`config.mk`:
```
export PLATFORM = sky130hd
export DESIGN_NAME = addrgen_top
export DESIGN_NICKNAME = d
export VERILOG_FILES = /design/src/rtl/addrgen_pkg.sv /design/src/rtl/addrgen_seq.sv /design/src/rtl/addrgen_top.sv /design/src/rtl/burst_planner.sv /design/src/rtl/ldst_req_queue.sv
export VERILOG_INCLUDE_DIRS = /design/src /design/src/rtl
export SDC_FILE = /design/constraint.sdc
export NUM_CORES = 1
export LEC_CHECK = 0
export ABC_AREA = 1
export BUFFER_PORTS_ARGS = -buffer_cell sky130_fd_sc_hd__buf_2
export CAP_MARGIN = 30
export CELL_PAD_IN_SITES_DETAIL_PLACEMENT = 0
export CELL_PAD_IN_SITES_GLOBAL_PLACEMENT = 2
export CORE_ASPECT_RATIO = 0.8
export CORE_MARGIN = 5
export CORE_UTILIZATION = 39
export CTS_BUF_LIST = sky130_fd_sc_hd__clkbuf_4 sky130_fd_sc_hd__clkbuf_8
export DETAILED_ROUTE_END_ITERATION = 6
export GPL_ROUTABILITY_DRIVEN = 0
export PLACE_DENSITY = 0.9
export SLEW_MARGIN = 10
export SYNTH_ARGS = -nofsm -noshare
export SYNTH_HDL_FRONTEND = slang
export SYNTH_SLANG_ARGS = --single-unit
```
`constraint.sdc`:
```
create_clock -name clk_i -period 14.3 [get_ports clk_i]
set_input_delay 0.715 -clock clk_i [delete_from_list [all_inputs] [get_ports clk_i]]
set_output_delay 0.715 -clock clk_i [all_outputs]
set_load 0.03 [all_outputs]
```
`src/rtl/addrgen_config.svh`:
```
// Build-time constants of the vector address generator, included by the RTL and the testbench
`ifndef ADDRGEN_CONFIG_SVH
`define ADDRGEN_CONFIG_SVH

// Address and data bus
`define ADDRGEN_ADDR_W 32
`define ADDRGEN_DATA_W 64

// log2 of the bus width in bytes, must agree with ADDRGEN_DATA_W
`define ADDRGEN_DATA_BYTES_LOG 3

// A burst never leaves its 4 KiB page
`define ADDRGEN_PAGE_BITS 12

// Longest INCR burst in beats
`define ADDRGEN_MAX_BEATS 256

// Vector length counter width
`define ADDRGEN_VL_W 16

// Entries in the request queue towards the load and store units
`define ADDRGEN_QUEUE_DEPTH 4

`endif

```
`src/rtl/addrgen_pkg.sv`:
```
// Shared types of the vector address generator, imported by the RTL modules and the testbench
`include "addrgen_config.svh"

package addrgen_pkg;

  typedef logic [`ADDRGEN_ADDR_W-1:0] addr_t;
  typedef logic [`ADDRGEN_VL_W-1:0]   vl_t;

  // Element width, encoded as log2 of the element size in bytes
  typedef enum logic [1:0] {
    EW8  = 2'd0,
    EW16 = 2'd1,
    EW32 = 2'd2,
    EW64 = 2'd3
  } vew_e;

  // Unit-stride and strided loads and stores
  typedef enum logic [1:0] {
    VLE  = 2'd0,
    VSE  = 2'd1,
    VLSE = 2'd2,
    VSSE = 2'd3
  } mem_op_e;

  // Command sequencer states
  typedef enum logic [1:0] {
    IDLE       = 2'd0,
    CHECK      = 2'd1,
    WAITING    = 2'd2,
    REQUESTING = 2'd3
  } seq_state_e;

  // One issued request as seen by the load and store units
  typedef struct packed {
    addr_t      addr;
    logic [7:0] len;      // Beats minus one
    logic [2:0] size;     // log2 of bytes per beat
    logic       is_load;
  } ldst_req_t;

endpackage

```
`src/rtl/addrgen_seq.sv`:
```
// Command sequencer FSM of the address generator, instantiated once inside addrgen_top
module addrgen_seq (
  input  logic                 clk_i,
  input  logic                 rst_ni,
  input  logic                 cmd_valid_i,
  input  addrgen_pkg::mem_op_e cmd_op_i,
  input  addrgen_pkg::addr_t   cmd_addr_i,
  input  addrgen_pkg::vew_e    cmd_vew_i,
  input  logic                 st_pending_i,
  input  logic                 ar_ready_i,
  input  logic                 aw_ready_i,
  input  logic                 done_i,
  input  logic                 q_full_i,
  input  logic                 q_empty_i,
  input  logic                 q_head_is_load_i,
  output logic                 load_o,
  output logic                 step_o,
  output logic                 push_o,
  output logic                 is_load_o,
  output logic                 is_burst_o,
  output logic                 ack_o,
  output logic                 exc_valid_o,
  output logic                 exc_load_o,
  output logic                 exc_store_o
);
  import addrgen_pkg::*;

  seq_state_e state_q;
  seq_state_e state_d;
  logic       is_load_q;
  logic       is_burst_q;
  logic [3:0] elem_mask;
  logic       misaligned;
  logic       ch_ready;
  logic       order_ok;
  logic       issue;

  //////////////////////////////////////////////////
  // Issue conditions
  //////////////////////////////////////////////////

  // Base address must be a multiple of the element size
  assign elem_mask  = (4'd1 << cmd_vew_i) - 4'd1;
  assign misaligned = |({1'b0, cmd_addr_i[2:0]} & elem_mask);

  assign ch_ready = is_load_q ? ar_ready_i : aw_ready_i;

  // Switching direction only once the units have drained the queue
  assign order_ok = q_empty_i || (q_head_is_load_i == is_load_q);

  assign issue  = (state_q == REQUESTING) && ch_ready && !q_full_i && order_ok;
  assign step_o = issue;
  assign push_o = issue;
  assign load_o = (state_q == IDLE) && cmd_valid_i;

  assign is_load_o  = is_load_q;
  assign is_burst_o = is_burst_q;

  assign exc_load_o  = exc_valid_o && is_load_q;
  assign exc_store_o = exc_valid_o && !is_load_q;

  //////////////////////////////////////////////////
  // FSM
  //////////////////////////////////////////////////

  always_comb begin
    state_d     = state_q;
    ack_o       = 1'b0;
    exc_valid_o = 1'b0;
    unique case (state_q)
      IDLE: begin
        if (cmd_valid_i) begin
          state_d = CHECK;
        end
      end
      CHECK: begin
        if (misaligned) begin
          // Refused without issuing anything
          ack_o       = 1'b1;
          exc_valid_o = 1'b1;
          state_d     = IDLE;
        end else if (st_pending_i) begin
          state_d = WAITING;
        end else begin
          state_d = REQUESTING;
        end
      end
      WAITING: begin
        if (!st_pending_i) begin
          state_d = REQUESTING;
        end
      end
      REQUESTING: begin
        if (issue && done_i) begin
          ack_o   = 1'b1;
          state_d = IDLE;
        end
      end
      default: state_d = IDLE;
    endcase
  end

  always_ff @(posedge clk_i or negedge rst_ni) begin
    if (!rst_ni) begin
      state_q    <= IDLE;
      is_load_q  <= 1'b0;
      is_burst_q <= 1'b0;
    end else begin
      state_q <= state_d;
      if (load_o) begin
        is_load_q  <= cmd_op_i inside {VLE, VLSE};
        is_burst_q <= cmd_op_i inside {VLE, VSE};
      end
    end
  end

  // The source holds the command until its acknowledge
  a_cmd_held: assert property (@(posedge clk_i) disable iff (!rst_ni)
    (state_q != IDLE) |-> cmd_valid_i);

  // CHECK uses the live fields so they must match the captured command
  a_cmd_stable: assert property (@(posedge clk_i) disable iff (!rst_ni)
    (state_q == CHECK) |-> $stable(cmd_op_i) && $stable(cmd_addr_i) && $stable(cmd_vew_i));

endmodule

```
`src/rtl/addrgen_top.sv`:
```
// Top of the vector address generator, connecting sequencer, planner and request queue
`include "addrgen_config.svh"

module addrgen_top (
  input  logic                 clk_i,
  input  logic                 rst_ni,
  // Command
  input  logic                 cmd_valid_i,
  input  addrgen_pkg::mem_op_e cmd_op_i,
  input  addrgen_pkg::addr_t   cmd_addr_i,
  input  addrgen_pkg::vl_t     cmd_vl_i,
  input  addrgen_pkg::addr_t   cmd_stride_i,
  input  addrgen_pkg::vew_e    cmd_vew_i,
  input  logic                 st_pending_i,
  output logic                 ack_o,
  output logic                 exc_valid_o,
  output logic                 exc_load_o,
  output logic                 exc_store_o,
  // Read address channel
  output addrgen_pkg::addr_t   ar_addr_o,
  output logic [7:0]           ar_len_o,
  output logic [2:0]           ar_size_o,
  output logic                 ar_valid_o,
  input  logic                 ar_ready_i,
  // Write address channel
  output addrgen_pkg::addr_t   aw_addr_o,
  output logic [7:0]           aw_len_o,
  output logic [2:0]           aw_size_o,
  output logic                 aw_valid_o,
  input  logic                 aw_ready_i,
  // Load and store units
  output addrgen_pkg::addr_t   ldst_addr_o,
  output logic [7:0]           ldst_len_o,
  output logic [2:0]           ldst_size_o,
  output logic                 ldst_is_load_o,
  output logic                 ldst_valid_o,
  input  logic                 ldu_ready_i,
  input  logic                 stu_ready_i
);
  import addrgen_pkg::*;

  logic       load;
  logic       step;
  logic       push;
  logic       is_load;
  logic       is_burst;
  logic       done;
  logic       q_full;
  logic       q_empty;
  addr_t      req_addr;
  logic [7:0] req_len;
  logic [2:0] req_size;
  ldst_req_t  q_wdata;
  ldst_req_t  q_rdata;

  //////////////////////////////////////////////////
  // Address channels
  //////////////////////////////////////////////////

  assign ar_addr_o  = req_addr;
  assign ar_len_o   = req_len;
  assign ar_size_o  = req_size;
  assign ar_valid_o = step && is_load;

  assign aw_addr_o  = req_addr;
  assign aw_len_o   = req_len;
  assign aw_size_o  = req_size;
  assign aw_valid_o = step && !is_load;

  assign q_wdata = '{addr: req_addr, len: req_len, size: req_size, is_load: is_load};

  assign ldst_addr_o    = q_rdata.addr;
  assign ldst_len_o     = q_rdata.len;
  assign ldst_size_o    = q_rdata.size;
  assign ldst_is_load_o = q_rdata.is_load;
  assign ldst_valid_o   = !q_empty;

  addrgen_seq i_addrgen_seq (
    .clk_i            (clk_i),
    .rst_ni           (rst_ni),
    .cmd_valid_i      (cmd_valid_i),
    .cmd_op_i         (cmd_op_i),
    .cmd_addr_i       (cmd_addr_i),
    .cmd_vew_i        (cmd_vew_i),
    .st_pending_i     (st_pending_i),
    .ar_ready_i       (ar_ready_i),
    .aw_ready_i       (aw_ready_i),
    .done_i           (done),
    .q_full_i         (q_full),
    .q_empty_i        (q_empty),
    .q_head_is_load_i (q_rdata.is_load),
    .load_o           (load),
    .step_o           (step),
    .push_o           (push),
    .is_load_o        (is_load),
    .is_burst_o       (is_burst),
    .ack_o            (ack_o),
    .exc_valid_o      (exc_valid_o),
    .exc_load_o       (exc_load_o),
    .exc_store_o      (exc_store_o)
  );

  burst_planner i_burst_planner (
    .clk_i      (clk_i),
    .rst_ni     (rst_ni),
    .load_i     (load),
    .step_i     (step),
    .is_burst_i (is_burst),
    .addr_i     (cmd_addr_i),
    .vl_i       (cmd_vl_i),
    .stride_i   (cmd_stride_i),
    .vew_i      (cmd_vew_i),
    .req_addr_o (req_addr),
    .req_len_o  (req_len),
    .req_size_o (req_size),
    .done_o     (done)
  );

  ldst_req_queue #(
    .DEPTH (`ADDRGEN_QUEUE_DEPTH)
  ) i_ldst_req_queue (
    .clk_i       (clk_i),
    .rst_ni      (rst_ni),
    .push_i      (push),
    .data_i      (q_wdata),
    .ldu_ready_i (ldu_ready_i),
    .stu_ready_i (stu_ready_i),
    .data_o      (q_rdata),
    .full_o      (q_full),
    .empty_o     (q_empty)
  );

endmodule

```
`src/rtl/burst_planner.sv`:
```
// Address datapath that splits a command into bursts or strided beats, driven by addrgen_seq
`include "addrgen_config.svh"

module burst_planner (
  input  logic               clk_i,
  input  logic               rst_ni,
  input  logic               load_i,
  input  logic               step_i,
  input  logic               is_burst_i,
  input  addrgen_pkg::addr_t addr_i,
  input  addrgen_pkg::vl_t   vl_i,
  input  addrgen_pkg::addr_t stride_i,
  input  addrgen_pkg::vew_e  vew_i,
  output addrgen_pkg::addr_t req_addr_o,
  output logic [7:0]         req_len_o,
  output logic [2:0]         req_size_o,
  output logic               done_o
);
  import addrgen_pkg::*;

  localparam int unsigned ADDR_W      = `ADDRGEN_ADDR_W;
  localparam int unsigned BUS_BYTES   = `ADDRGEN_DATA_W / 8;
  localparam int unsigned BUS_LOG     = `ADDRGEN_DATA_BYTES_LOG;
  localparam int unsigned PAGE_BITS   = `ADDRGEN_PAGE_BITS;
  localparam int unsigned BURST_BYTES = `ADDRGEN_MAX_BEATS * BUS_BYTES;

  // Last bus-aligned byte of the burst starting at start
  function automatic addr_t burst_end(addr_t start, vl_t rem, vew_e vew);
    addr_t start_al;
    addr_t last_byte;
    addr_t limit_byte;
    addr_t end_byte;
    start_al   = {start[ADDR_W-1:BUS_LOG], {BUS_LOG{1'b0}}};
    last_byte  = start + (addr_t'(rem) << vew) - addr_t'(1);
    limit_byte = start_al + addr_t'(BURST_BYTES - 1);
    end_byte   = (last_byte < limit_byte) ? last_byte : limit_byte;
    end_byte   = end_byte | addr_t'(BUS_BYTES - 1);
    // Clip to the end of the start page
    if (end_byte[ADDR_W-1:PAGE_BITS] != start_al[ADDR_W-1:PAGE_BITS]) begin
      end_byte = {start_al[ADDR_W-1:PAGE_BITS], {PAGE_BITS{1'b1}}};
    end
    return end_byte;
  endfunction

  addr_t                cur_q;
  addr_t                cur_d;
  vl_t                  rem_q;
  vl_t                  rem_d;
  addr_t                end_q;
  addr_t                stride_q;
  vew_e                 vew_q;
  vew_e                 vew_d;
  addr_t                start_al;
  addr_t                consumed;
  logic [PAGE_BITS-1:0] span;
  logic [7:0]           beats_m1;
  logic                 burst_last;

  //////////////////////////////////////////////////
  // Current request
  //////////////////////////////////////////////////

  assign start_al = {cur_q[ADDR_W-1:BUS_LOG], {BUS_LOG{1'b0}}};
  assign span     = end_q[PAGE_BITS-1:0] - start_al[PAGE_BITS-1:0];
  assign beats_m1 = 8'(span >> BUS_LOG);

  // Elements covered by this burst, may overshoot at the tail
  assign consumed   = (end_q + addr_t'(1) - cur_q) >> vew_q;
  assign burst_last = addr_t'(rem_q) <= consumed;

  assign req_addr_o = cur_q;
  assign req_len_o  = is_burst_i ? beats_m1 : 8'd0;
  assign req_size_o = is_burst_i ? 3'(BUS_LOG) : {1'b0, vew_q};
  assign done_o     = is_burst_i ? burst_last : (rem_q == vl_t'(1));

  //////////////////////////////////////////////////
  // Next step
  //////////////////////////////////////////////////

  assign vew_d = load_i ? vew_i : vew_q;

  always_comb begin
    cur_d = cur_q;
    rem_d = rem_q;
    if (load_i) begin
      cur_d = addr_i;
      rem_d = vl_i;
    end else if (step_i) begin
      if (is_burst_i) begin
        // Following bursts start bus aligned
        cur_d = end_q + addr_t'(1);
        rem_d = burst_last ? '0 : rem_q - vl_t'(consumed);
      end else begin
        cur_d = cur_q + stride_q;
        rem_d = rem_q - vl_t'(1);
      end
    end
  end

  always_ff @(posedge clk_i or negedge rst_ni) begin
    if (!rst_ni) begin
      rem_q <= '0;
    end else begin
      rem_q <= rem_d;
    end
  end

  always_ff @(posedge clk_i) begin
    cur_q <= cur_d;
    vew_q <= vew_d;
    end_q <= burst_end(cur_d, rem_d, vew_d);
    if (load_i) begin
      stride_q <= stride_i;
    end
  end

  a_step_rem: assert property (@(posedge clk_i) disable iff (!rst_ni)
    step_i |-> (rem_q != '0));

endmodule

```
`src/rtl/ldst_req_queue.sv`:
```
// FIFO of issued requests, pushed by the sequencer and popped by the load and store units
`include "addrgen_config.svh"

module ldst_req_queue #(
  parameter int unsigned DEPTH = `ADDRGEN_QUEUE_DEPTH
) (
  input  logic                   clk_i,
  input  logic                   rst_ni,
  input  logic                   push_i,
  input  addrgen_pkg::ldst_req_t data_i,
  input  logic                   ldu_ready_i,
  input  logic                   stu_ready_i,
  output addrgen_pkg::ldst_req_t data_o,
  output logic                   full_o,
  output logic                   empty_o
);
  import addrgen_pkg::*;

  localparam int unsigned PTR_W = (DEPTH > 1) ? $clog2(DEPTH) : 1;
  localparam int unsigned CNT_W = $clog2(DEPTH + 1);

  function automatic logic [PTR_W-1:0] ptr_inc(logic [PTR_W-1:0] ptr);
    return (ptr == PTR_W'(DEPTH - 1)) ? '0 : ptr + 1'b1;
  endfunction

  ldst_req_t        mem_q [DEPTH];
  logic [PTR_W-1:0] wr_ptr_q;
  logic [PTR_W-1:0] rd_ptr_q;
  logic [CNT_W-1:0] count_q;
  logic             push;
  logic             pop;

  assign full_o  = (count_q == CNT_W'(DEPTH));
  assign empty_o = (count_q == '0);
  assign data_o  = mem_q[rd_ptr_q];

  // Either unit takes the head
  assign push = push_i && !full_o;
  assign pop  = (ldu_ready_i || stu_ready_i) && !empty_o;

  always_ff @(posedge clk_i or negedge rst_ni) begin
    if (!rst_ni) begin
      wr_ptr_q <= '0;
      rd_ptr_q <= '0;
      count_q  <= '0;
    end else begin
      if (push) begin
        wr_ptr_q <= ptr_inc(wr_ptr_q);
      end
      if (pop) begin
        rd_ptr_q <= ptr_inc(rd_ptr_q);
      end
      if (push && !pop) begin
        count_q <= count_q + 1'b1;
      end else if (pop && !push) begin
        count_q <= count_q - 1'b1;
      end
    end
  end

  always_ff @(posedge clk_i) begin
    if (push) begin
      mem_q[wr_ptr_q] <= data_i;
    end
  end

  a_no_overflow: assert property (@(posedge clk_i) disable iff (!rst_ni)
    push_i |-> !full_o);

  a_no_underflow: assert property (@(posedge clk_i) disable iff (!rst_ni)
    (ldu_ready_i || stu_ready_i) |-> !empty_o);

endmodule

```
=== Word level (Yosys, flattened, before mapping) ===
Memory sizes are Yosys's and may differ from the RTL's.
Cells that the tools add are included.

* Eq/ne operators: 14
* Muxes and demuxes: 30
* Bitwise gates (word level): 1
* Magnitude comparators: 2
* $add $sub $neg: 14
* Shift operators: 3
* Reductions and logical operators: 28

{| class="wikitable"
|+ Operators by type and width
! operator !! number
|-
| 32-bit 2-to-1 mux || 5
|-
| 32-bit adder || 2
|-
| 16-bit 2-to-1 mux || 4
|-
| 32-bit by 1-bit adder with 32-bit output, second input constant || 1
|-
| 32-bit by 11-bit adder with 32-bit output, second input constant || 1
|-
| 16-bit by 32-bit less-or-equal comparator with 1-bit output || 1
|-
| 32-bit < comparator || 1
|-
| 16-bit by 2-bit left shift with 32-bit output || 1
|-
| 32-bit by 2-bit >> shifter with 32-bit output || 1
|-
| 32-bit by 1-bit subtractor with 32-bit output, second input constant || 1
|-
| 32-bit subtractor || 1
|-
| 20-bit inequality test || 1
|-
| 16-bit by 1-bit == test with 1-bit output, second input constant || 1
|-
| 2-bit 2-to-1 mux || 8
|-
| 16-bit by 1-bit subtractor with 16-bit output, second input constant || 1
|-
| 16-bit subtractor || 1
|-
| 1-bit logical AND || 13
|-
| 11-bit subtractor || 1
|-
| 2-bit == test, second input constant || 5
|-
| 1-bit 2-to-1 mux || 8
|-
| 8-bit 2-to-1 mux || 1
|-
| 2-bit one-hot mux with 4 select lines || 1
|-
| 3-bit 2-to-1 mux || 2
|-
| 2-bit inequality test, second input constant || 3
|-
| 17 further kinds || 27
|}

* Memories kept: 1
* Register bits after elaboration: 125
* RAM bits: 172
* Output and inout port bits: 137
* Logic and storage cells: 105

{| class="wikitable"
|+ Memory list
! memory !! words !! bits a word !! read ports !! clocked after Yosys merged registers in !! write ports !! line !! source
|-
| i_ldst_req_queue.mem_q || 4 || 43 || 1 || 0 || 1 || ldst_req_queue.sv:26 || <nowiki>ldst_req_t mem_q [DEPTH];</nowiki>
|}

=== Logic depth before layout (Yosys ltp) ===
* Depth in word-level cells: 15
* Depth in mapped cells: 74
* Gate-level depth less buffers: 74

=== Hierarchy ===
Synthesis repeated with hierarchy kept, for this count alone.

* Cell total of the unflattened synthesis: 3,239
* Area total of the unflattened synthesis: 24,060.6 µm²

{| class="wikitable"
|+ By module, submodules not included
! module !! cells an instance !! times used !! area each (µm²)
|-
| burst_planner || 2,567 || 1 || 15,851.5
|-
| ldst_req_queue || 575 || 1 || 7,548.5
|-
| addrgen_top || 48 || 1 || 344.1
|-
| addrgen_seq || 49 || 1 || 316.6
|}

=== Least setup slack after synthesis ===
Ideal clock, no wire load.

* Path kind: reg2reg
* Start point: register i_burst_planner.end_q[4]
* End point: register i_burst_planner.end_q[10]
* Data arrival time: 9,046 ps
* Stages on the path, launching flop included: 67
* Slack: 5,126 ps
* Library setup time: 128 ps
* Buffers on the path: 1
* Cells stage by stage: dfxtp_1 > ha_1 > nand2_1 > nor2_2 > nand4_1 > and2_1 > ha_1 > nand2_1 > nor2_1 > inv_1 > o21ai_1 > inv_1 > o21bai_1 > xor2_1 > inv_1 > o21ai_0 > mux2i_1 > ha_1 > [... 31 more ...] > a21oi_1 > xor2_1 > ha_1 > a21o_1 > a221oi_1 > inv_1 > a21oi_1 > nand2_1 > a21oi_2 > inv_1 > clkbuf_1 > or2_2 > o211ai_1 > nand2_1 > nor2_1 > nand2_2 > nor2_4 > nand3_1

* Longest elaborated chain between the ends: 14

{| class="wikitable"
|+ Ends and longest elaborated chain
! what !! line !! source
|-
| start, declared || burst_planner.sv:49 || <nowiki>addr_t end_q;</nowiki>
|-
| start signal, assigned || burst_planner.sv:111 || <nowiki>end_q <= burst_end(cur_d, rem_d, vew_d);</nowiki>
|-
| 32-bit by 1-bit adder with 32-bit output (*) || burst_planner.sv:68, burst_planner.sv:91 ||
|-
| 32-bit subtractor || burst_planner.sv:68 || <nowiki>assign consumed = (end_q + addr_t'(1) - cur_q) >> vew_q;</nowiki>
|-
| 32-bit by 2-bit >> shifter with 32-bit output || burst_planner.sv:68 ||
|-
| 16-bit by 32-bit less-or-equal comparator with 1-bit output / 16-bit subtractor (equally long branches) || burst_planner.sv:69, burst_planner.sv:92 ||
|-
| 16-bit 2-to-1 mux || burst_planner.sv:92 || <nowiki>rem_d = burst_last ? '0 : rem_q - vl_t'(consumed);</nowiki>
|-
| 16-bit 2-to-1 mux || burst_planner.sv:89 || <nowiki>if (is_burst_i) begin</nowiki>
|-
| 16-bit 2-to-1 mux || burst_planner.sv:88 || <nowiki>end else if (step_i) begin</nowiki>
|-
| 16-bit 2-to-1 mux || burst_planner.sv:85 || <nowiki>if (load_i) begin</nowiki>
|-
| 16-bit by 2-bit left shift with 32-bit output || burst_planner.sv:34 || <nowiki>last_byte = start + (addr_t'(rem) << vew) - addr_t'(1);</nowiki>
|-
| 32-bit adder || burst_planner.sv:34 ||
|-
| 32-bit by 1-bit subtractor with 32-bit output || burst_planner.sv:34 ||
|-
| 32-bit < comparator || burst_planner.sv:36 || <nowiki>end_byte = (last_byte < limit_byte) ? last_byte : limit_byte;</nowiki>
|-
| 32-bit 2-to-1 mux || burst_planner.sv:36 ||
|-
| 20-bit inequality test || burst_planner.sv:39 || <nowiki>if (end_byte[ADDR_W-1:PAGE_BITS] != start_al[ADDR_W-1:PAGE_BITS]) begin</nowiki>
|}

Mark *: on every way between the ends. The rest lies on a longest branch, timed or not.
A chain may end at the register's enable or synchronous reset.

=== Worst setup path after layout ===
* Start point: register i_burst_planner.end_q[4]
* End point: register i_burst_planner.end_q[6]

Same word-level chain as after synthesis.

==> results.toml <==
[critical_path]
crit_arrival_ns = 12.03
startpoint_type = "register"
critPathMostFrequentCell = "nand2_1"
worst_ep_required_time_ns = 14.78
criticalPathCategory = "register to register"
cp_slowest_cell = "buf_4"
slowest_delay_ns = 0.57
cp_max_fo = 71
crit_path_end_kind = "register"

[sta]
finalHoldViolCount = 0
slew_viol_final = 0
setup_violations = 0
tightest_slew_ns = 0.891
holdWs_ns = 0.137
fin_crit_ns = 11.55
relSlewSlack = 0.406
clock.fmax_mhz = 86.6
period_share = 0.807
grt_setup_unrepaired = "no"
finClkSkew_ns = 0.0449
finalSetupTns_ns = 0

[floorplanning]
dieArea_um2 = 64600
die-width_um = 283
rows = 80
die_y_um = 228
start_util = 0.392
fp.coreArea_um2 = 59300
ios = 229

[cells_and_area]
layout_commonest_cell = "nand2_1"
syn_to_final_growth_pct = 11.8
fill_cells = 6158
fin_area_um2 = 26000
layout.nets = 3634
drive_gt1_frac = 0.126
multi_input_area_um2 = 12900
final_cell_mix = "739 x nand2_1, 415 x inv_1, 312 x nor2_1, 225 x o21ai_0, 225 x buf_2"
seq_area_um2 = 8060

[route]
drc_errors = 0
vias = 22100
totalWireLength_um = 78800
post_drt_wl_per_cell_um = 18.9
viasPerCell = 5.29
first_pass_iters = 6
drtIter0Drc = 1705
ant_nets = 0

[global_route]
antenna_found_initial = 2
grt_remaining_overflow = 0
grt_max_degree = 89
grt.total_usage = 0.234
grt_pass1_wl_um = 120000
grt_pass1_vias = 20900

[clock_network]
cts_setup_buffers = 0
path_clk_slew_ns = 0.06
htreeDepth = 2
cts_tree = "yes"
cts_hold_buf = 0
root_buffer = "clkbuf_8"
clock_sinks = 294
cts_buffer_depth = 3
clk_latency_ns = 0.64
numCtsBuffers = 51
post_cts_resized = 0

[synthesis]
ys_seq_elements = 294
synth-edff-count = 204
syn_area_um2 = 23200
synth_largest_area_cell = "edfxtp_1"
yosys-top-cells-area = "edfxtp_1 26%, nand2_1 12%, ha_1 9.8%, inv_1 6.7%, dfxtp_1 5.4%"
synth_top_area_frac = 0.264
synthCells = 3177
synth.distinct_cells = 65
synthFlopType = "edfxtp_1"
ys_async_sr_fraction = 0.0918
yosysWarnings = 0
seq_area_frac_synth = 0.347
avgSynthCellArea_um2 = 7.31

[placement]
port_buffers = 225
dp_hpwl_um = 61500
placed_area_um2 = 24900

[flow_run]
drv_cap = 0

[worst_hold_path]
hp-class = "input pin to asynchronous set/reset pin"

[run_status]
status = "finished, final reports clean"
[layer usage]
metal / wire, µm / GRT usage
met3: 5040 / 0.0311
met5: 10 / 0
met2: 34200 / 0.361
met4: 1310 / 0.0466
met1: 38200 / 0.353
[synthesized netlist by cell type (3+ instances only)]
cell type	count
xor2_1	72
inv_1	415
clkinv_1	3
ha_1	182
nand3_2	7
and2_1	3
nand3b_1	14
edfxtp_1	204
or2_2	32
buf_2	7
a31oi_1	7
a21oi_1	202
a221oi_1	3
nor2_4	6
o211ai_1	53
inv_2	13
fa_1	5
clkbuf_1	56
o21ai_1	8
nor2_2	8
a21oi_2	5
nor4_1	11
dfxtp_1	63
nand2_2	15
nand4_1	26
a21o_1	8
a21boi_0	14
nor3_1	30
mux2i_1	5
buf_1	11
o21ai_0	225
xnor2_1	30
nand3_1	210
nand2_1	740
buf_4	47
o21bai_1	16
dfrtp_1	27
nor2_1	316
a22oi_1	3
o22ai_1	42
nor3_2	3
o21a_1	3
[layout make-up]
type	count	area share
Timing Repair Buffer	245	0.0492
Inverter	431	0.0624
Clock buffer	67	0.0324
Antenna cell	1	0.0000964
Clock inverter	27	0.00906
Multi-Input combinational cell	2332	0.499
Tap cell	779	0.0376
Sequential cell	294	0.311
[per-stage QoR]
| step | utilization | setup slack [ns] | std cells |
|---|---|---|---|
| floorplan | - | 5.13 | 3179 |
| global placement | 0.420 | 3.21 | 4081 |
| detailed placement | 0.420 | 2.93 | 4081 |
| CTS | 0.438 | 2.91 | 4175 |
| global route | 0.438 | 1.74 | 4176 |
| finish | 0.438 | 2.75 | 4176 |
[kinds of logic after synthesis]
kind of cell               synth area share
AOI/OAI and AO/OA                     0.149
xor gates and xnor gates             0.0385
adders and majority gates             0.102
buffers and inverters                0.0977
DFF                                   0.347
muxes                               0.00264
other                              0.000161
and+or+nand+nor                       0.263
[critical path: cells and delay by family (launching register included)]
kind,cells,cell delay (ns)
simple gates,34,4.64
compound gates,13,2.67
fa+ha+maj,6,1.92
buf+inv,9,1.07
xor+xnor,2,0.51
flops,1,0.41
mux,1,0.12
[final timing paths]
| kind | from | to | slack (ns) | cells after the start |
|---|---|---|---|---|
| worst max-delay path | i_burst_planner.end_q[4] | i_burst_planner.end_q[6] | 2.75 | 65 |
| worst min-delay path | rst_ni | i_burst_planner.rem_q[10] | 0.14 | 1 |
| worst max register to register | i_burst_planner.end_q[4] | i_burst_planner.end_q[6] | 2.75 | 65 |
| worst min register to register | i_ldst_req_queue.count_q[2] | i_ldst_req_queue.count_q[2] | 0.56 | 2 |
| max in group asynchronous | rst_ni | i_ldst_req_queue.rd_ptr_q[0] | 13.63 | 1 |
| min in group clk_i | cmd_stride_i[0] | i_burst_planner.stride_q[0] | 0.27 | 1 |
[state kept, by name (all words and copies together) (netlist names), 3 cells and up, named ones only]
register                    count
i_burst_planner.rem_q          16
i_ldst_req_queue.count_q        3
i_burst_planner.end_q          29
i_burst_planner.req_addr_o     32
i_ldst_req_queue.mem_q        172
i_burst_planner.stride_q       32
Power is left out: the tool's default activity adds up to more than one toggle a clock period on the data nets, which glitch-free logic cannot reach.
